--- config.mk ---
export PLATFORM = sky130hd
export DESIGN_NAME = switch_pipeline
export DESIGN_NICKNAME = d
export VERILOG_FILES = /design/src/common/switch_pkg.sv /design/src/common/tbl_cfg_if.sv /design/src/hdl/hdr_buffer.sv /design/src/match_action_stage/match_table.sv /design/src/match_action_stage/match_action_stage.sv /design/src/hdl/switch_pipeline.sv
export SDC_FILE = /design/constraint.sdc
export NUM_CORES = 1
export LEC_CHECK = 0
export BUFFER_PORTS_ARGS = -buffer_cell sky130_fd_sc_hd__buf_4
export CAP_MARGIN = 20
export CORE_ASPECT_RATIO = 2
export CORE_MARGIN = 10
export CORE_UTILIZATION = 54
export DETAILED_ROUTE_END_ITERATION = 16
export PLACE_DENSITY = 0.75
export SLEW_MARGIN = 0
export SYNTH_ARGS = -nofsm -noshare
export SYNTH_HDL_FRONTEND = slang
export SYNTH_HIERARCHICAL = 1
export SYNTH_SLANG_ARGS = --single-unit
export TNS_END_PERCENT = 20
--- constraint.sdc ---
create_clock -name clk -period 3.9 [get_ports clk]
set_input_delay 0.39 -clock clk [delete_from_list [all_inputs] [get_ports clk]]
set_output_delay 0.39 -clock clk [all_outputs]
set_load 0.02 [all_outputs]
--- src/common/switch_pkg.sv ---
package switch_pkg;

    // header geometry
    localparam int HDR_LEN = 8;

    typedef logic [7:0] byte_t;

    // byte 0 sits in the low bits
    typedef byte_t [HDR_LEN-1:0] hdr_t;

    typedef logic [$clog2(HDR_LEN)-1:0] off_t;

    // per-stage lookup table
    localparam int TBL_ENTRIES = 4;

    typedef logic [$clog2(TBL_ENTRIES)-1:0] tbl_idx_t;

    // stage select on the config bus
    localparam int NUM_STAGES = 2;

    typedef logic [$clog2(NUM_STAGES)-1:0] stage_id_t;

endpackage

--- src/common/tbl_cfg_if.sv ---
`timescale 1ns/1ns

interface tbl_cfg_if import switch_pkg::*; ();

    logic      cfg_wr;
    stage_id_t cfg_stage;
    tbl_idx_t  cfg_idx;
    byte_t     cfg_key;
    byte_t     cfg_val;

    modport master (
        output cfg_wr, cfg_stage, cfg_idx, cfg_key, cfg_val
    );

    // every stage sees every write
    modport slave (
        input cfg_wr, cfg_stage, cfg_idx, cfg_key, cfg_val
    );

endinterface

--- src/hdl/hdr_buffer.sv ---
`timescale 1ns/1ns

module hdr_buffer import switch_pkg::*; #(
    parameter int DEPTH = 2
) (
    input  logic clk,
    input  logic rst_i,
    input  logic push_valid_i,
    input  hdr_t push_hdr_i,
    output logic push_credit_o,
    output logic head_valid_o,
    output hdr_t head_hdr_o,
    input  logic pop_i
);

    localparam int PTR_W = (DEPTH > 1) ? $clog2(DEPTH) : 1;
    localparam int CNT_W = $clog2(DEPTH + 1);

    hdr_t             mem_q [DEPTH];
    logic [PTR_W-1:0] wr_ptr_q;
    logic [PTR_W-1:0] rd_ptr_q;
    logic [CNT_W-1:0] count_q;
    logic             credit_q;
    logic             push_en;
    logic             pop_en;

    assign head_valid_o  = (count_q != '0);
    assign head_hdr_o    = mem_q[rd_ptr_q];
    assign push_credit_o = credit_q;

    assign push_en = push_valid_i && (count_q != CNT_W'(DEPTH));
    assign pop_en  = pop_i && head_valid_o;

    always_ff @(posedge clk) begin
        if (rst_i) begin
            wr_ptr_q <= '0;
            rd_ptr_q <= '0;
            count_q  <= '0;
            credit_q <= 1'b0;
        end else begin
            if (push_en) begin
                wr_ptr_q <= (wr_ptr_q == PTR_W'(DEPTH - 1)) ? '0 : wr_ptr_q + 1'b1;
            end
            if (pop_en) begin
                rd_ptr_q <= (rd_ptr_q == PTR_W'(DEPTH - 1)) ? '0 : rd_ptr_q + 1'b1;
            end
            case ({push_en, pop_en})
                2'b10:   count_q <= count_q + 1'b1;
                2'b01:   count_q <= count_q - 1'b1;
                default: count_q <= count_q;
            endcase
            // one slot freed, hand the credit back
            credit_q <= pop_en;
        end
    end

    always_ff @(posedge clk) begin
        if (push_en) begin
            mem_q[wr_ptr_q] <= push_hdr_i;
        end
    end

endmodule

--- src/match_action_stage/match_table.sv ---
`timescale 1ns/1ns

module match_table import switch_pkg::*; #(
    parameter stage_id_t STAGE_ID = '0
) (
    input  logic     clk,
    input  logic     rst_i,
    tbl_cfg_if.slave cfg,
    input  byte_t    key_i,
    output logic     hit_o,
    output byte_t    val_o
);

    logic [TBL_ENTRIES-1:0] ent_vld_q;
    byte_t                  ent_key_q [TBL_ENTRIES];
    byte_t                  ent_val_q [TBL_ENTRIES];
    logic                   wr_en;

    // writes for the other stage are ignored
    assign wr_en = cfg.cfg_wr && (cfg.cfg_stage == STAGE_ID);

    always_ff @(posedge clk) begin
        if (rst_i) begin
            ent_vld_q <= '0;
        end else if (wr_en) begin
            ent_vld_q[cfg.cfg_idx] <= 1'b1;
        end
    end

    always_ff @(posedge clk) begin
        if (wr_en) begin
            ent_key_q[cfg.cfg_idx] <= cfg.cfg_key;
            ent_val_q[cfg.cfg_idx] <= cfg.cfg_val;
        end
    end

    // scan downwards so the lowest matching index wins
    always_comb begin
        hit_o = 1'b0;
        val_o = '0;
        for (int i = TBL_ENTRIES - 1; i >= 0; i--) begin
            if (ent_vld_q[i] && (ent_key_q[i] == key_i)) begin
                hit_o = 1'b1;
                val_o = ent_val_q[i];
            end
        end
    end

endmodule

--- src/match_action_stage/match_action_stage.sv ---
`timescale 1ns/1ns

module match_action_stage import switch_pkg::*; #(
    parameter stage_id_t STAGE_ID = '0,
    parameter off_t      KEY_OFF  = '0,
    parameter off_t      SET_OFF  = '0,
    parameter byte_t     MISS_VAL = '0,
    parameter int        CREDITS  = 2
) (
    input  logic       clk,
    input  logic       rst_i,
    tbl_cfg_if.slave   cfg,
    // from the buffer in front
    input  logic       head_valid_i,
    input  hdr_t       head_hdr_i,
    output logic       pop_o,
    // to the next receiver
    output logic       out_valid_o,
    output hdr_t       out_hdr_o,
    input  logic       out_credit_i
);

    localparam int CRD_W = $clog2(CREDITS + 1);

    logic [CRD_W-1:0] credit_cnt_q;
    logic             tbl_hit;
    byte_t            tbl_val;
    hdr_t             next_hdr;
    logic             out_valid_q;
    hdr_t             out_hdr_q;

    match_table #(.STAGE_ID(STAGE_ID)) table_i (
        .clk(clk),
        .rst_i(rst_i),
        .cfg(cfg),
        .key_i(head_hdr_i[KEY_OFF]),
        .hit_o(tbl_hit),
        .val_o(tbl_val)
    );

    // only take a head when the receiver has room
    assign pop_o = head_valid_i && (credit_cnt_q != '0);

    always_comb begin
        next_hdr          = head_hdr_i;
        next_hdr[SET_OFF] = tbl_hit ? tbl_val : MISS_VAL;
    end

    always_ff @(posedge clk) begin
        if (rst_i) begin
            credit_cnt_q <= CRD_W'(CREDITS);
            out_valid_q  <= 1'b0;
        end else begin
            case ({pop_o, out_credit_i})
                2'b10:   credit_cnt_q <= credit_cnt_q - 1'b1;
                2'b01:   credit_cnt_q <= credit_cnt_q + 1'b1;
                default: credit_cnt_q <= credit_cnt_q;
            endcase
            out_valid_q <= pop_o;
        end
    end

    always_ff @(posedge clk) begin
        if (pop_o) begin
            out_hdr_q <= next_hdr;
        end
    end

    assign out_valid_o = out_valid_q;
    assign out_hdr_o   = out_hdr_q;

endmodule

--- src/hdl/switch_pipeline.sv ---
`timescale 1ns/1ns

module switch_pipeline import switch_pkg::*; #(
    parameter int    BUF_DEPTH   = 2,
    parameter int    OUT_CREDITS = 2,
    parameter off_t  S0_KEY_OFF  = 3'd0,
    parameter off_t  S0_SET_OFF  = 3'd4,
    parameter byte_t S0_MISS_VAL = 8'hee,
    parameter off_t  S1_KEY_OFF  = 3'd4,
    parameter off_t  S1_SET_OFF  = 3'd5,
    parameter byte_t S1_MISS_VAL = 8'hdd
) (
    input  logic      clk,
    input  logic      rst_i,
    // header input
    input  logic      in_valid_i,
    input  hdr_t      in_hdr_i,
    output logic      in_credit_o,
    // header output
    output logic      out_valid_o,
    output hdr_t      out_hdr_o,
    input  logic      out_credit_i,
    // table configuration
    input  logic      cfg_wr_i,
    input  stage_id_t cfg_stage_i,
    input  tbl_idx_t  cfg_idx_i,
    input  byte_t     cfg_key_i,
    input  byte_t     cfg_val_i
);

    tbl_cfg_if cfg_bus ();

    assign cfg_bus.cfg_wr    = cfg_wr_i;
    assign cfg_bus.cfg_stage = cfg_stage_i;
    assign cfg_bus.cfg_idx   = cfg_idx_i;
    assign cfg_bus.cfg_key   = cfg_key_i;
    assign cfg_bus.cfg_val   = cfg_val_i;

    logic buf0_head_valid;
    hdr_t buf0_head_hdr;
    logic s0_pop;
    logic s0_out_valid;
    hdr_t s0_out_hdr;
    logic buf1_credit;
    logic buf1_head_valid;
    hdr_t buf1_head_hdr;
    logic s1_pop;

    // input -> buffer 0 -> stage 0
    hdr_buffer #(.DEPTH(BUF_DEPTH)) buf0_i (
        .clk(clk), .rst_i(rst_i),
        .push_valid_i(in_valid_i), .push_hdr_i(in_hdr_i), .push_credit_o(in_credit_o),
        .head_valid_o(buf0_head_valid), .head_hdr_o(buf0_head_hdr), .pop_i(s0_pop)
    );

    match_action_stage #(
        .STAGE_ID(stage_id_t'(0)), .KEY_OFF(S0_KEY_OFF), .SET_OFF(S0_SET_OFF),
        .MISS_VAL(S0_MISS_VAL), .CREDITS(BUF_DEPTH)
    ) stage0_i (
        .clk(clk), .rst_i(rst_i), .cfg(cfg_bus.slave),
        .head_valid_i(buf0_head_valid), .head_hdr_i(buf0_head_hdr), .pop_o(s0_pop),
        .out_valid_o(s0_out_valid), .out_hdr_o(s0_out_hdr), .out_credit_i(buf1_credit)
    );

    // stage 0 -> buffer 1 -> stage 1 -> output
    hdr_buffer #(.DEPTH(BUF_DEPTH)) buf1_i (
        .clk(clk), .rst_i(rst_i),
        .push_valid_i(s0_out_valid), .push_hdr_i(s0_out_hdr), .push_credit_o(buf1_credit),
        .head_valid_o(buf1_head_valid), .head_hdr_o(buf1_head_hdr), .pop_i(s1_pop)
    );

    match_action_stage #(
        .STAGE_ID(stage_id_t'(1)), .KEY_OFF(S1_KEY_OFF), .SET_OFF(S1_SET_OFF),
        .MISS_VAL(S1_MISS_VAL), .CREDITS(OUT_CREDITS)
    ) stage1_i (
        .clk(clk), .rst_i(rst_i), .cfg(cfg_bus.slave),
        .head_valid_i(buf1_head_valid), .head_hdr_i(buf1_head_hdr), .pop_o(s1_pop),
        .out_valid_o(out_valid_o), .out_hdr_o(out_hdr_o), .out_credit_i(out_credit_i)
    );

endmodule

======== Word-level counts from Yosys, hierarchy flattened ========
Memory sizes are Yosys's and may differ from the RTL's. A register that Yosys moved wholly into a read port is not among the register bits.
Index checks and enable logic that the tools add are counted.
word-level totals
  register bits after elaboration ......... 152
  bits in writable memories ............... 384
  input bits .............................. 88
  output and inout port bits .............. 66
  logic and storage cells ................. 134
  memories ................................ 6
cells by class
  add/subtract/negate cells ............... 12
  magnitude comparators ................... 2
  equal/unequal tests ..................... 18
  muxes and demuxes ....................... 38
  bitwise logic cells ..................... 3
  reduce and logical (&&, ||, !) cells .... 25
memory list
  memory                      depth  bits a word  rd ports  clocked after memory_dff  write ports  RTL line           source
  buf0_i.mem_q                2      64           1         1                         1            hdr_buffer.sv:19   hdr_t mem_q [DEPTH];
  buf1_i.mem_q                2      64           1         1                         1            hdr_buffer.sv:19
  stage0_i.table_i.ent_key_q  4      8            4         0                         1            match_table.sv:15  byte_t ent_key_q [TBL_ENTRIES];
  stage0_i.table_i.ent_val_q  4      8            4         0                         1            match_table.sv:16  byte_t ent_val_q [TBL_ENTRIES];
  stage1_i.table_i.ent_key_q  4      8            4         0                         1            match_table.sv:15
  stage1_i.table_i.ent_val_q  4      8            4         0                         1            match_table.sv:16
operators with widths
  kind                   count
  $eq A8 B8 Y1           8
  $mux W8                8
  $mux W1                25
  $logic_and A1 B1 Y1    17
  $pmux W2 S2            4
  $reduce_bool A2 Y1     8
  $add A2 B1 Y2 const B  4
  $eq A2 B1 Y1 const B   4
  $eq A2 B2 Y1 const B   4
  $or A4 B4 Y4           2
  $sub A2 B1 Y2 const B  4
  $add A1 B1 Y1 const B  4
  $ne A2 B2 Y1 const B   2
  $lt A2 B3 Y1 const B   1
  $demux W1 S2           1
  $ge A2 B1 Y1 const B   1
  $not A1 Y1             1

======== Depth between registers and ports, before layout ========
Gate-level depths: netlist (run 1).
  word-level depth ........................ 6
  gate-level depth with buffers ........... 11
  depth with buffers taken out ............ 9

======== Cells and area by module ========
Netlist (run 1), hierarchy kept.
by module, submodules not included
  module                           instances  cells an instance  area each (um^2)  sequential area each (um^2)
  hdr_buffer                       2          227                4843.4            3963.8
  match_action_stage               2          85                 2097.0            1981.9
  match_table at stage1_i.table_i  1          180                2808.9            2001.9
  match_table at stage0_i.table_i  1          181                2801.4            2001.9

======== Worst setup path before layout (run 1) ========
OpenSTA, ideal clock, no wires.
  path kind ............................... register to register
  start point ............................. register buf0_i.count_q[0]
  end point ............................... memory buf0_i/mem_q[1][0] (netlist name) (enable)
  setup time .............................. 0.486 ns
  data arrival time ....................... 3.281 ns
  required time ........................... 3.414 ns
  slack ................................... 0.132 ns
  cell stages (with the launch flop) ...... 4
  buffers on the path ..................... 0
  period minus slack after synthesis ...... 3.768 ns
  cell sequence ........................... dfxtp_1 -> nand2b_1 -> nand2_1 -> nor2_1
between the ends
  word-level cells in the longest chain between the ends .. 4
RTL lines
  item                           RTL line          source
  from (decl)                    hdr_buffer.sv:22  logic [CNT_W-1:0] count_q;
  from (signal assigned)         hdr_buffer.sv:48  2'b10: count_q <= count_q + 1'b1;
  from (signal assigned)         hdr_buffer.sv:49  2'b01: count_q <= count_q - 1'b1;
  from (signal assigned)         hdr_buffer.sv:50  default: count_q <= count_q;
  $ne A2 B2 Y1                   hdr_buffer.sv:31  assign push_en = push_valid_i && (count_q != CNT_W'(DEPTH));
  $logic_and A1 B1 Y1            hdr_buffer.sv:31
  $mux W1                        hdr_buffer.sv:58  if (push_en) begin
  $mux W1 (implied by the code)  hdr_buffer.sv:59  mem_q[wr_ptr_q] <= push_hdr_i;
  to (decl)                      hdr_buffer.sv:19
Every way passes these cells.

==> flow_results.xml, run 1 <==
<?xml version="1.0" encoding="UTF-8"?>
<metrics>
  <group name="global_routing">
    <metric name="first_global_vias" unit="">8873</metric>
    <metric name="grt-ovfl-total" unit="">0</metric>
    <metric name="initial_antenna_violation_count" unit="">1</metric>
    <metric name="grt_first_pass_wirelength" unit="um">49300</metric>
    <metric name="total_track_usage" unit="">0.158</metric>
    <metric name="grt_max_degree" unit="">65</metric>
  </group>
  <group name="critical_path">
    <metric name="worst-endpoint-required" unit="ns">4.19</metric>
    <metric name="critical_path.startpoint_type" unit="">register</metric>
    <metric name="crit_path_max_fanout" unit="">22</metric>
    <metric name="category_of_the_critical_setup_timing_path" unit="">reg -&gt; reg</metric>
    <metric name="worst-path-buf-inv" unit="">0</metric>
    <metric name="slowest_stage_cell_cp" unit="">dfxtp_2</metric>
    <metric name="worst_path_dominant_cell_family" unit="">simple AND/OR/NAND/NOR gates</metric>
    <metric name="cp-end-kind" unit="">register</metric>
    <metric name="max_stage_delay" unit="ns">0.64</metric>
    <metric name="cp.arrival" unit="ns">3.35</metric>
    <metric name="worstPathCellList" unit="">mux2_2 -&gt; xor2_1 -&gt; nor4_2 -&gt; and3_2 -&gt; nor2b_1 -&gt; a211oi_2 -&gt; and2_1</metric>
  </group>
  <group name="power_and_ir_drop">
    <metric name="swShare" unit="">0.249</metric>
    <metric name="power.sequential.fraction" unit="">0.553</metric>
    <metric name="cellPowerDensity" unit="mW/mm2">641</metric>
    <metric name="intPower" unit="W">0.00980</metric>
    <metric name="combPwrFrac" unit="">0.157</metric>
    <metric name="clkPwrFrac" unit="">0.290</metric>
    <metric name="ir_drop" unit="uV">433</metric>
    <metric name="switching_power" unit="W">0.00325</metric>
    <metric name="static-leakage-power" unit="nW">6.65</metric>
  </group>
  <group name="synth">
    <metric name="synthesis.area" unit="mm2">0.0175</metric>
    <metric name="postSynthNetCount" unit="">996</metric>
    <metric name="yosys_warnings" unit="">6</metric>
    <metric name="post_synthesis_cells" unit="">904</metric>
    <metric name="synth_area_per_inst" unit="um2">19.4</metric>
  </group>
  <group name="sta">
    <metric name="setup_viol" unit="">0</metric>
    <metric name="fin_worst_hold_slack" unit="ns">0.0442</metric>
    <metric name="normalized_max_slew_margin" unit="">0.363</metric>
    <metric name="timing.setup.tns" unit="ns">0</metric>
    <metric name="final_period_utilization" unit="">0.786</metric>
    <metric name="final_period_minus_worst_setup_slack" unit="ns">3.07</metric>
    <metric name="timing_worst_slew_pin_value" unit="ns">0.955</metric>
    <metric name="fin_worst_skew" unit="ns">0.0241</metric>
    <metric name="fmax" unit="MHz">326</metric>
    <metric name="timing.final.hold_violations" unit="">0</metric>
    <metric name="final-max-slew-violation-count" unit="">0</metric>
    <metric name="rsz0062_at_grt" unit="">false</metric>
  </group>
  <group name="final_layout">
    <metric name="mostFrequentLayoutCells" unit="">edfxtp_1, buf_4, mux2_2</metric>
    <metric name="synthToLayoutAreaGrowth" unit="%">16.0</metric>
    <metric name="multiInputGateArea" unit="mm2">0.00318</metric>
    <metric name="final-seq-area" unit="mm2">0.0142</metric>
    <metric name="final_common_cell" unit="">edfxtp_1</metric>
    <metric name="layout-drive-gt1-share" unit="">0.312</metric>
    <metric name="nFillCells" unit="">2246</metric>
    <metric name="final_net_count" unit="">1168</metric>
  </group>
  <group name="die">
    <metric name="initial_core_utilization" unit="">0.546</metric>
    <metric name="die_height" unit="um">275</metric>
    <metric name="core_area" unit="mm2">0.0321</metric>
    <metric name="design.portCount" unit="">154</metric>
    <metric name="placementRows" unit="">93</metric>
    <metric name="floorplan.die_area" unit="mm2">0.0405</metric>
    <metric name="chipWidth" unit="um">147</metric>
  </group>
  <group name="drt">
    <metric name="routed_wire_length_per_instance" unit="um">21.2</metric>
    <metric name="detail_route.first_pass.iterations" unit="">4</metric>
    <metric name="antenna_violating_nets_post_route" unit="">0</metric>
    <metric name="avgViaCountPerCell" unit="">5.42</metric>
    <metric name="wirelength" unit="um">32500</metric>
    <metric name="drc" unit="">0</metric>
    <metric name="drtIter0Drc" unit="">486</metric>
    <metric name="detailroute.via_count" unit="">8303</metric>
  </group>
  <group name="place">
    <metric name="gpl.final_weighted_congestion" unit="">0.846</metric>
    <metric name="dp_hpwl" unit="um">21800</metric>
    <metric name="portBuffers" unit="">137</metric>
  </group>
  <group name="cts">
    <metric name="tritoncts_num_sinks" unit="">482</metric>
    <metric name="post_cts.resized_instances" unit="">0</metric>
    <metric name="clk-insertion-delay-late" unit="ns">0.53</metric>
    <metric name="cts-htree-levels" unit="">2</metric>
    <metric name="cts-hold-fix-buffers" unit="">0</metric>
    <metric name="cts.repair_timing.setup_buffer_count" unit="">0</metric>
    <metric name="cts_tree" unit="">yes</metric>
    <metric name="clk_root_buffer_cell" unit="">clkbuf_16</metric>
    <metric name="cts_buffer_depth" unit="">3</metric>
    <metric name="cts_buffers" unit="">39</metric>
    <metric name="cts_clock_pin_slew_for_the_worst_setup_and_hold_paths" unit="ns">0.07</metric>
  </group>
  <group name="status">
    <metric name="run_status" unit="">complete, no violations</metric>
  </group>
  <group name="run">
    <metric name="number_of_max_cap_violations" unit="">0</metric>
  </group>
  <group name="min_path">
    <metric name="hold_class" unit="">in -&gt; reg</metric>
  </group>
</metrics>
-- power groups by stage --
stage                     Sequential [W]  Combinational (W)  Clock [W]
after floorplan                  0.00743            0.00117          0
after global placement           0.00727            0.00203          0
after detailed placement         0.00733            0.00208          0
after CTS                        0.00722            0.00210    0.00388
after global routing             0.00729            0.00222    0.00404
final                            0.00721            0.00204    0.00379
-- stage by stage --
stage / util / worst slack [ns] / area [um2] / cells / total power (W)
6_report: 0.633 / 0.834 / 20300 / 1533 / 0.0130
5_1_grt: 0.633 / 0.636 / 20300 / 1533 / 0.0136
4_1_cts: 0.633 / 0.826 / 20300 / 1532 / 0.0132
3_5_place_dp: 0.595 / 0.811 / 19100 / 1462 / 0.00941
3_3_place_gp: 0.595 / 0.871 / 19100 / 1462 / 0.00930
2_1_floorplan: - / 0.480 / 17500 / 904 / 0.00860
-- final timing paths --
check                           depth (start not counted)                                    to  slack, ns                       startpoint
worst min register to register                          0          buf1_i/mem_q[1][0]$_DFFE_PP_       0.43  stage0_i/out_hdr_o[0]$_DFFE_PP_
worst min-delay path                                    1         buf0_i/mem_q[0][10]$_DFFE_PP_       0.04                     in_hdr_i[10]
worst max register to register                          7  stage1_i/out_hdr_o[41]$_SDFFCE_PN0P_       0.83                         register
worst max-delay path                                    7  stage1_i/out_hdr_o[41]$_SDFFCE_PN0P_       0.83                         register
-- area by class of cell --
cell class / count / area share
Antenna cell: 1 / 0.000123
Clock buffer: 49 / 0.0513
Clock inverter: 21 / 0.00917
Inverter: 9 / 0.00172
Multi-Input combinational cell: 392 / 0.156
Sequential cell: 482 / 0.699
Tap cell: 427 / 0.0263
Timing Repair Buffer: 152 / 0.0561
-- state kept, by name, indices dropped and copies added (netlist names), 2 cells and up, named ones only --
name,cells
stage1_i/out_hdr_o,64
stage1_i/table_i/ent_val_q,32
buf1_i/mem_q,112
stage0_i/table_i/ent_val_q,32
buf1_i/count_q,2
stage1_i/credit_cnt_q,2
stage1_i/table_i/ent_key_q,32
stage1_i/table_i/ent_vld_q,4
stage0_i/out_hdr_o,56
stage0_i/credit_cnt_q,2
stage0_i/table_i/ent_key_q,32
buf0_i/mem_q,96
stage0_i/table_i/ent_vld_q,4
buf0_i/count_q,2
-- metal layers --
| metal | global-route usage | vias up | wire (um) |
|---|---|---|---|
| met2 | 0.301 | 240 | 18200 |
| met5 | 0 | - | 0 |
| li1 | - | 3830 | - |
| met4 | 0.106 | 0 | 2030 |
| met3 | 0.0280 | 92 | 1480 |
| met1 | 0.150 | 4141 | 10800 |
(Power assumes the default switching activity.)
==> run 2: changes to the inputs <==
==> constraint.sdc (replaced) <==
create_clock -name clk -period 2.65 [get_ports clk]
set_input_delay 0.265 -clock clk [delete_from_list [all_inputs] [get_ports clk]]
set_output_delay 0.265 -clock clk [all_outputs]
set_load 0.02 [all_outputs]
==> run 2 against run 1 <==
Effect of this change: via count up 3.9%; critical path type unchanged; largest cell class unchanged; die area unchanged; global-route usage up 0.56 points; non-clock buffer count up 86.
==> flow_results.xml, run 2 (same netlist as run 1, synthesis figures left out) <==
<?xml version="1.0" encoding="UTF-8"?>
<metrics>
  <group name="sta">
    <metric name="final-max-slew-violation-count" unit="">0</metric>
    <metric name="fin_worst_skew" unit="ns">0.0272</metric>
    <metric name="final_period_utilization" unit="">0.968</metric>
    <metric name="rsz0062_at_grt" unit="">true</metric>
    <metric name="setup_viol" unit="">0</metric>
    <metric name="timing_worst_slew_pin_value" unit="ns">0.949</metric>
    <metric name="fmax" unit="MHz">390</metric>
    <metric name="normalized_max_slew_margin" unit="">0.368</metric>
    <metric name="timing.final.hold_violations" unit="">0</metric>
    <metric name="final_period_minus_worst_setup_slack" unit="ns">2.57</metric>
  </group>
  <group name="place">
    <metric name="placed_area" unit="mm2">0.0193</metric>
    <metric name="gpl.final_weighted_congestion" unit="">0.915</metric>
    <metric name="portBuffers" unit="">137</metric>
    <metric name="dp_hpwl" unit="um">21900</metric>
  </group>
  <group name="power_and_ir_drop">
    <metric name="ir_drop" unit="uV">635</metric>
    <metric name="power" unit="W">0.0194</metric>
    <metric name="static-leakage-power" unit="nW">7.05</metric>
    <metric name="cellPowerDensity" unit="mW/mm2">913</metric>
  </group>
  <group name="cts">
    <metric name="cts-htree-levels" unit="">2</metric>
    <metric name="clk_root_buffer_cell" unit="">clkbuf_16</metric>
    <metric name="cts_buffers" unit="">38</metric>
    <metric name="cts_buffer_depth" unit="">3</metric>
    <metric name="clk-insertion-delay-late" unit="ns">0.54</metric>
    <metric name="cts_tree" unit="">yes</metric>
    <metric name="tritoncts_num_sinks" unit="">482</metric>
    <metric name="cts.repair_timing.setup_buffer_count" unit="">0</metric>
    <metric name="cts_clock_pin_slew_for_the_worst_setup_and_hold_paths" unit="ns">0.07</metric>
  </group>
  <group name="final_layout">
    <metric name="antenna-diode-count" unit="">0</metric>
    <metric name="multiInputGateArea" unit="mm2">0.00322</metric>
    <metric name="layout-drive-gt1-share" unit="">0.313</metric>
    <metric name="final_common_cell" unit="">edfxtp_1</metric>
    <metric name="finalInstanceArea" unit="mm2">0.0212</metric>
    <metric name="largest-register" unit="">buf1_i/mem_q</metric>
    <metric name="final_net_count" unit="">1254</metric>
    <metric name="largest_reg_flops" unit="">112</metric>
    <metric name="mostFrequentLayoutCells" unit="">edfxtp_1, buf_4, mux2_2</metric>
    <metric name="synthToLayoutAreaGrowth" unit="%">20.9</metric>
    <metric name="final-seq-area" unit="mm2">0.0142</metric>
    <metric name="nFillCells" unit="">2171</metric>
  </group>
  <group name="min_path">
    <metric name="min_delay_path_depth" unit="">1</metric>
    <metric name="hold_class" unit="">in -&gt; reg</metric>
    <metric name="hold_path_startpoint" unit="">cfg_key_i[5]</metric>
    <metric name="hold_end" unit="">stage1_i/table_i/ent_key_q[3][5]$_DFFE_PP_</metric>
  </group>
  <group name="die">
    <metric name="placementRows" unit="">93</metric>
    <metric name="design.portCount" unit="">154</metric>
    <metric name="core_area" unit="mm2">0.0321</metric>
    <metric name="die_height" unit="um">275</metric>
    <metric name="floorplan.die_area" unit="mm2">0.0405</metric>
    <metric name="initial_core_utilization" unit="">0.546</metric>
    <metric name="chipWidth" unit="um">147</metric>
  </group>
  <group name="status">
    <metric name="run_status" unit="">complete, no violations</metric>
  </group>
  <group name="critical_path">
    <metric name="endpoint_of_the_most_critical_register_to_register_path" unit="">stage0_i/out_hdr_o[37]$_SDFFCE_PN1P_</metric>
    <metric name="category_of_the_critical_setup_timing_path" unit="">reg -&gt; reg</metric>
    <metric name="cp.arrival" unit="ns">2.86</metric>
    <metric name="worst-endpoint-required" unit="ns">2.95</metric>
    <metric name="critical_path.startpoint_type" unit="">register</metric>
    <metric name="cp-end-kind" unit="">register</metric>
    <metric name="crit_path_max_fanout" unit="">10</metric>
    <metric name="reg2reg_slack" unit="ns">0.08</metric>
    <metric name="rr_worst_depth" unit="">8</metric>
  </group>
  <group name="drt">
    <metric name="drc" unit="">0</metric>
    <metric name="detailroute.via_count" unit="">8624</metric>
    <metric name="wirelength" unit="um">33400</metric>
    <metric name="drtIter0Drc" unit="">439</metric>
    <metric name="detail_route.first_pass.iterations" unit="">5</metric>
    <metric name="antenna_violating_nets_post_route" unit="">0</metric>
    <metric name="routed_wire_length_per_instance" unit="um">20.7</metric>
    <metric name="avgViaCountPerCell" unit="">5.33</metric>
  </group>
  <group name="global_routing">
    <metric name="grt-ovfl-total" unit="">0</metric>
    <metric name="first_global_vias" unit="">9396</metric>
    <metric name="grt_first_pass_wirelength" unit="um">51500</metric>
    <metric name="grt_max_degree" unit="">65</metric>
    <metric name="initial_antenna_violation_count" unit="">0</metric>
    <metric name="total_track_usage" unit="">0.164</metric>
  </group>
  <group name="run">
    <metric name="number_of_max_cap_violations" unit="">0</metric>
  </group>
</metrics>
## run 2: metrics by stage
stage	worst slack, ns	utilization	instances	hold slack [ns]	setup TNS (ns)
3_3_place_gp	0.0348	0.602	1487	0.422	0
3_5_place_dp	-0.0202	0.602	1487	0.430	-0.0559
2_1_floorplan	-0.596	-	904	0.334	-22.09
5_1_grt	-0.0147	0.660	1617	0.00731	-0.0281
4_1_cts	0.0113	0.659	1616	0.00935	0
6_report	0.0845	0.660	1617	0.0234	0
## run 2: where the power goes
part           total, W  switching [W]  internal [W]
sequential       0.0106       0.000430        0.0102
clock           0.00555        0.00253       0.00302
combinational   0.00318        0.00192       0.00126
## run 2: area by class of cell
cell class	count	area share
sequential	482	0.671
multi-input combinational	393	0.152
tap	427	0.0252
timing repair buffer	238	0.0933
clock inverter	22	0.00974
inverter	9	0.00165
clock buffer	46	0.0473
## run 2: worst max-delay path by stage
| stage | from | to | slack, ns | cells after the start |
|---|---|---|---|---|
| 6_report | register | stage0_i/out_hdr_o[37]$_SDFFCE_PN1P_ | 0.08 | 8 |
| 3_3_place_gp | register | stage1_i/out_hdr_o[42]$_SDFFCE_PN1P_ | 0.03 | 7 |
| 3_5_place_dp | register | stage1_i/out_hdr_o[42]$_SDFFCE_PN1P_ | -0.02 | 7 |
| 4_1_cts | register | stage0_i/out_hdr_o[32]$_SDFFCE_PN0P_ | 0.01 | 8 |
| 2_1_floorplan | buf1_i/count_q[0]$_SDFFE_PP0P_ | buf1_i/count_q[1]$_SDFFE_PP0P_ | -0.60 | 8 |
| 5_1_grt | register | stage0_i/out_hdr_o[37]$_SDFFCE_PN1P_ | -0.01 | 8 |
## run 2: per-layer routing
layer,vias to the layer above,routed length [um],part of all wire,GRT usage
li1,4010,-,-,-
met1,4338,11700,0.35,0.164
met2,214,19100,0.57,0.318
met3,62,1290,0.039,0.0265
met4,0,1310,0.039,0.0781
met5,-,0,0,0
## run 2: worst max-delay path, cell delays in order (launching register included)
cell      delay, ns
dfxtp_4        0.43
mux2_2         0.42
xnor2_1        0.21
nand4_1        0.20
or3_1          0.40
a311oi_2       0.30
o31ai_1        0.12
buf_4          0.14
nand2b_1       0.12
## run 2: repair_timing
action                                  in CTS  in global routing
pin swaps                                    0                  2
resized for setup                            1                  9
gates cloned                                 0                  1
endpoints found under the setup margin       7                 14
hold buffers                                61                  0
hold endpoints to repair                   177                  0
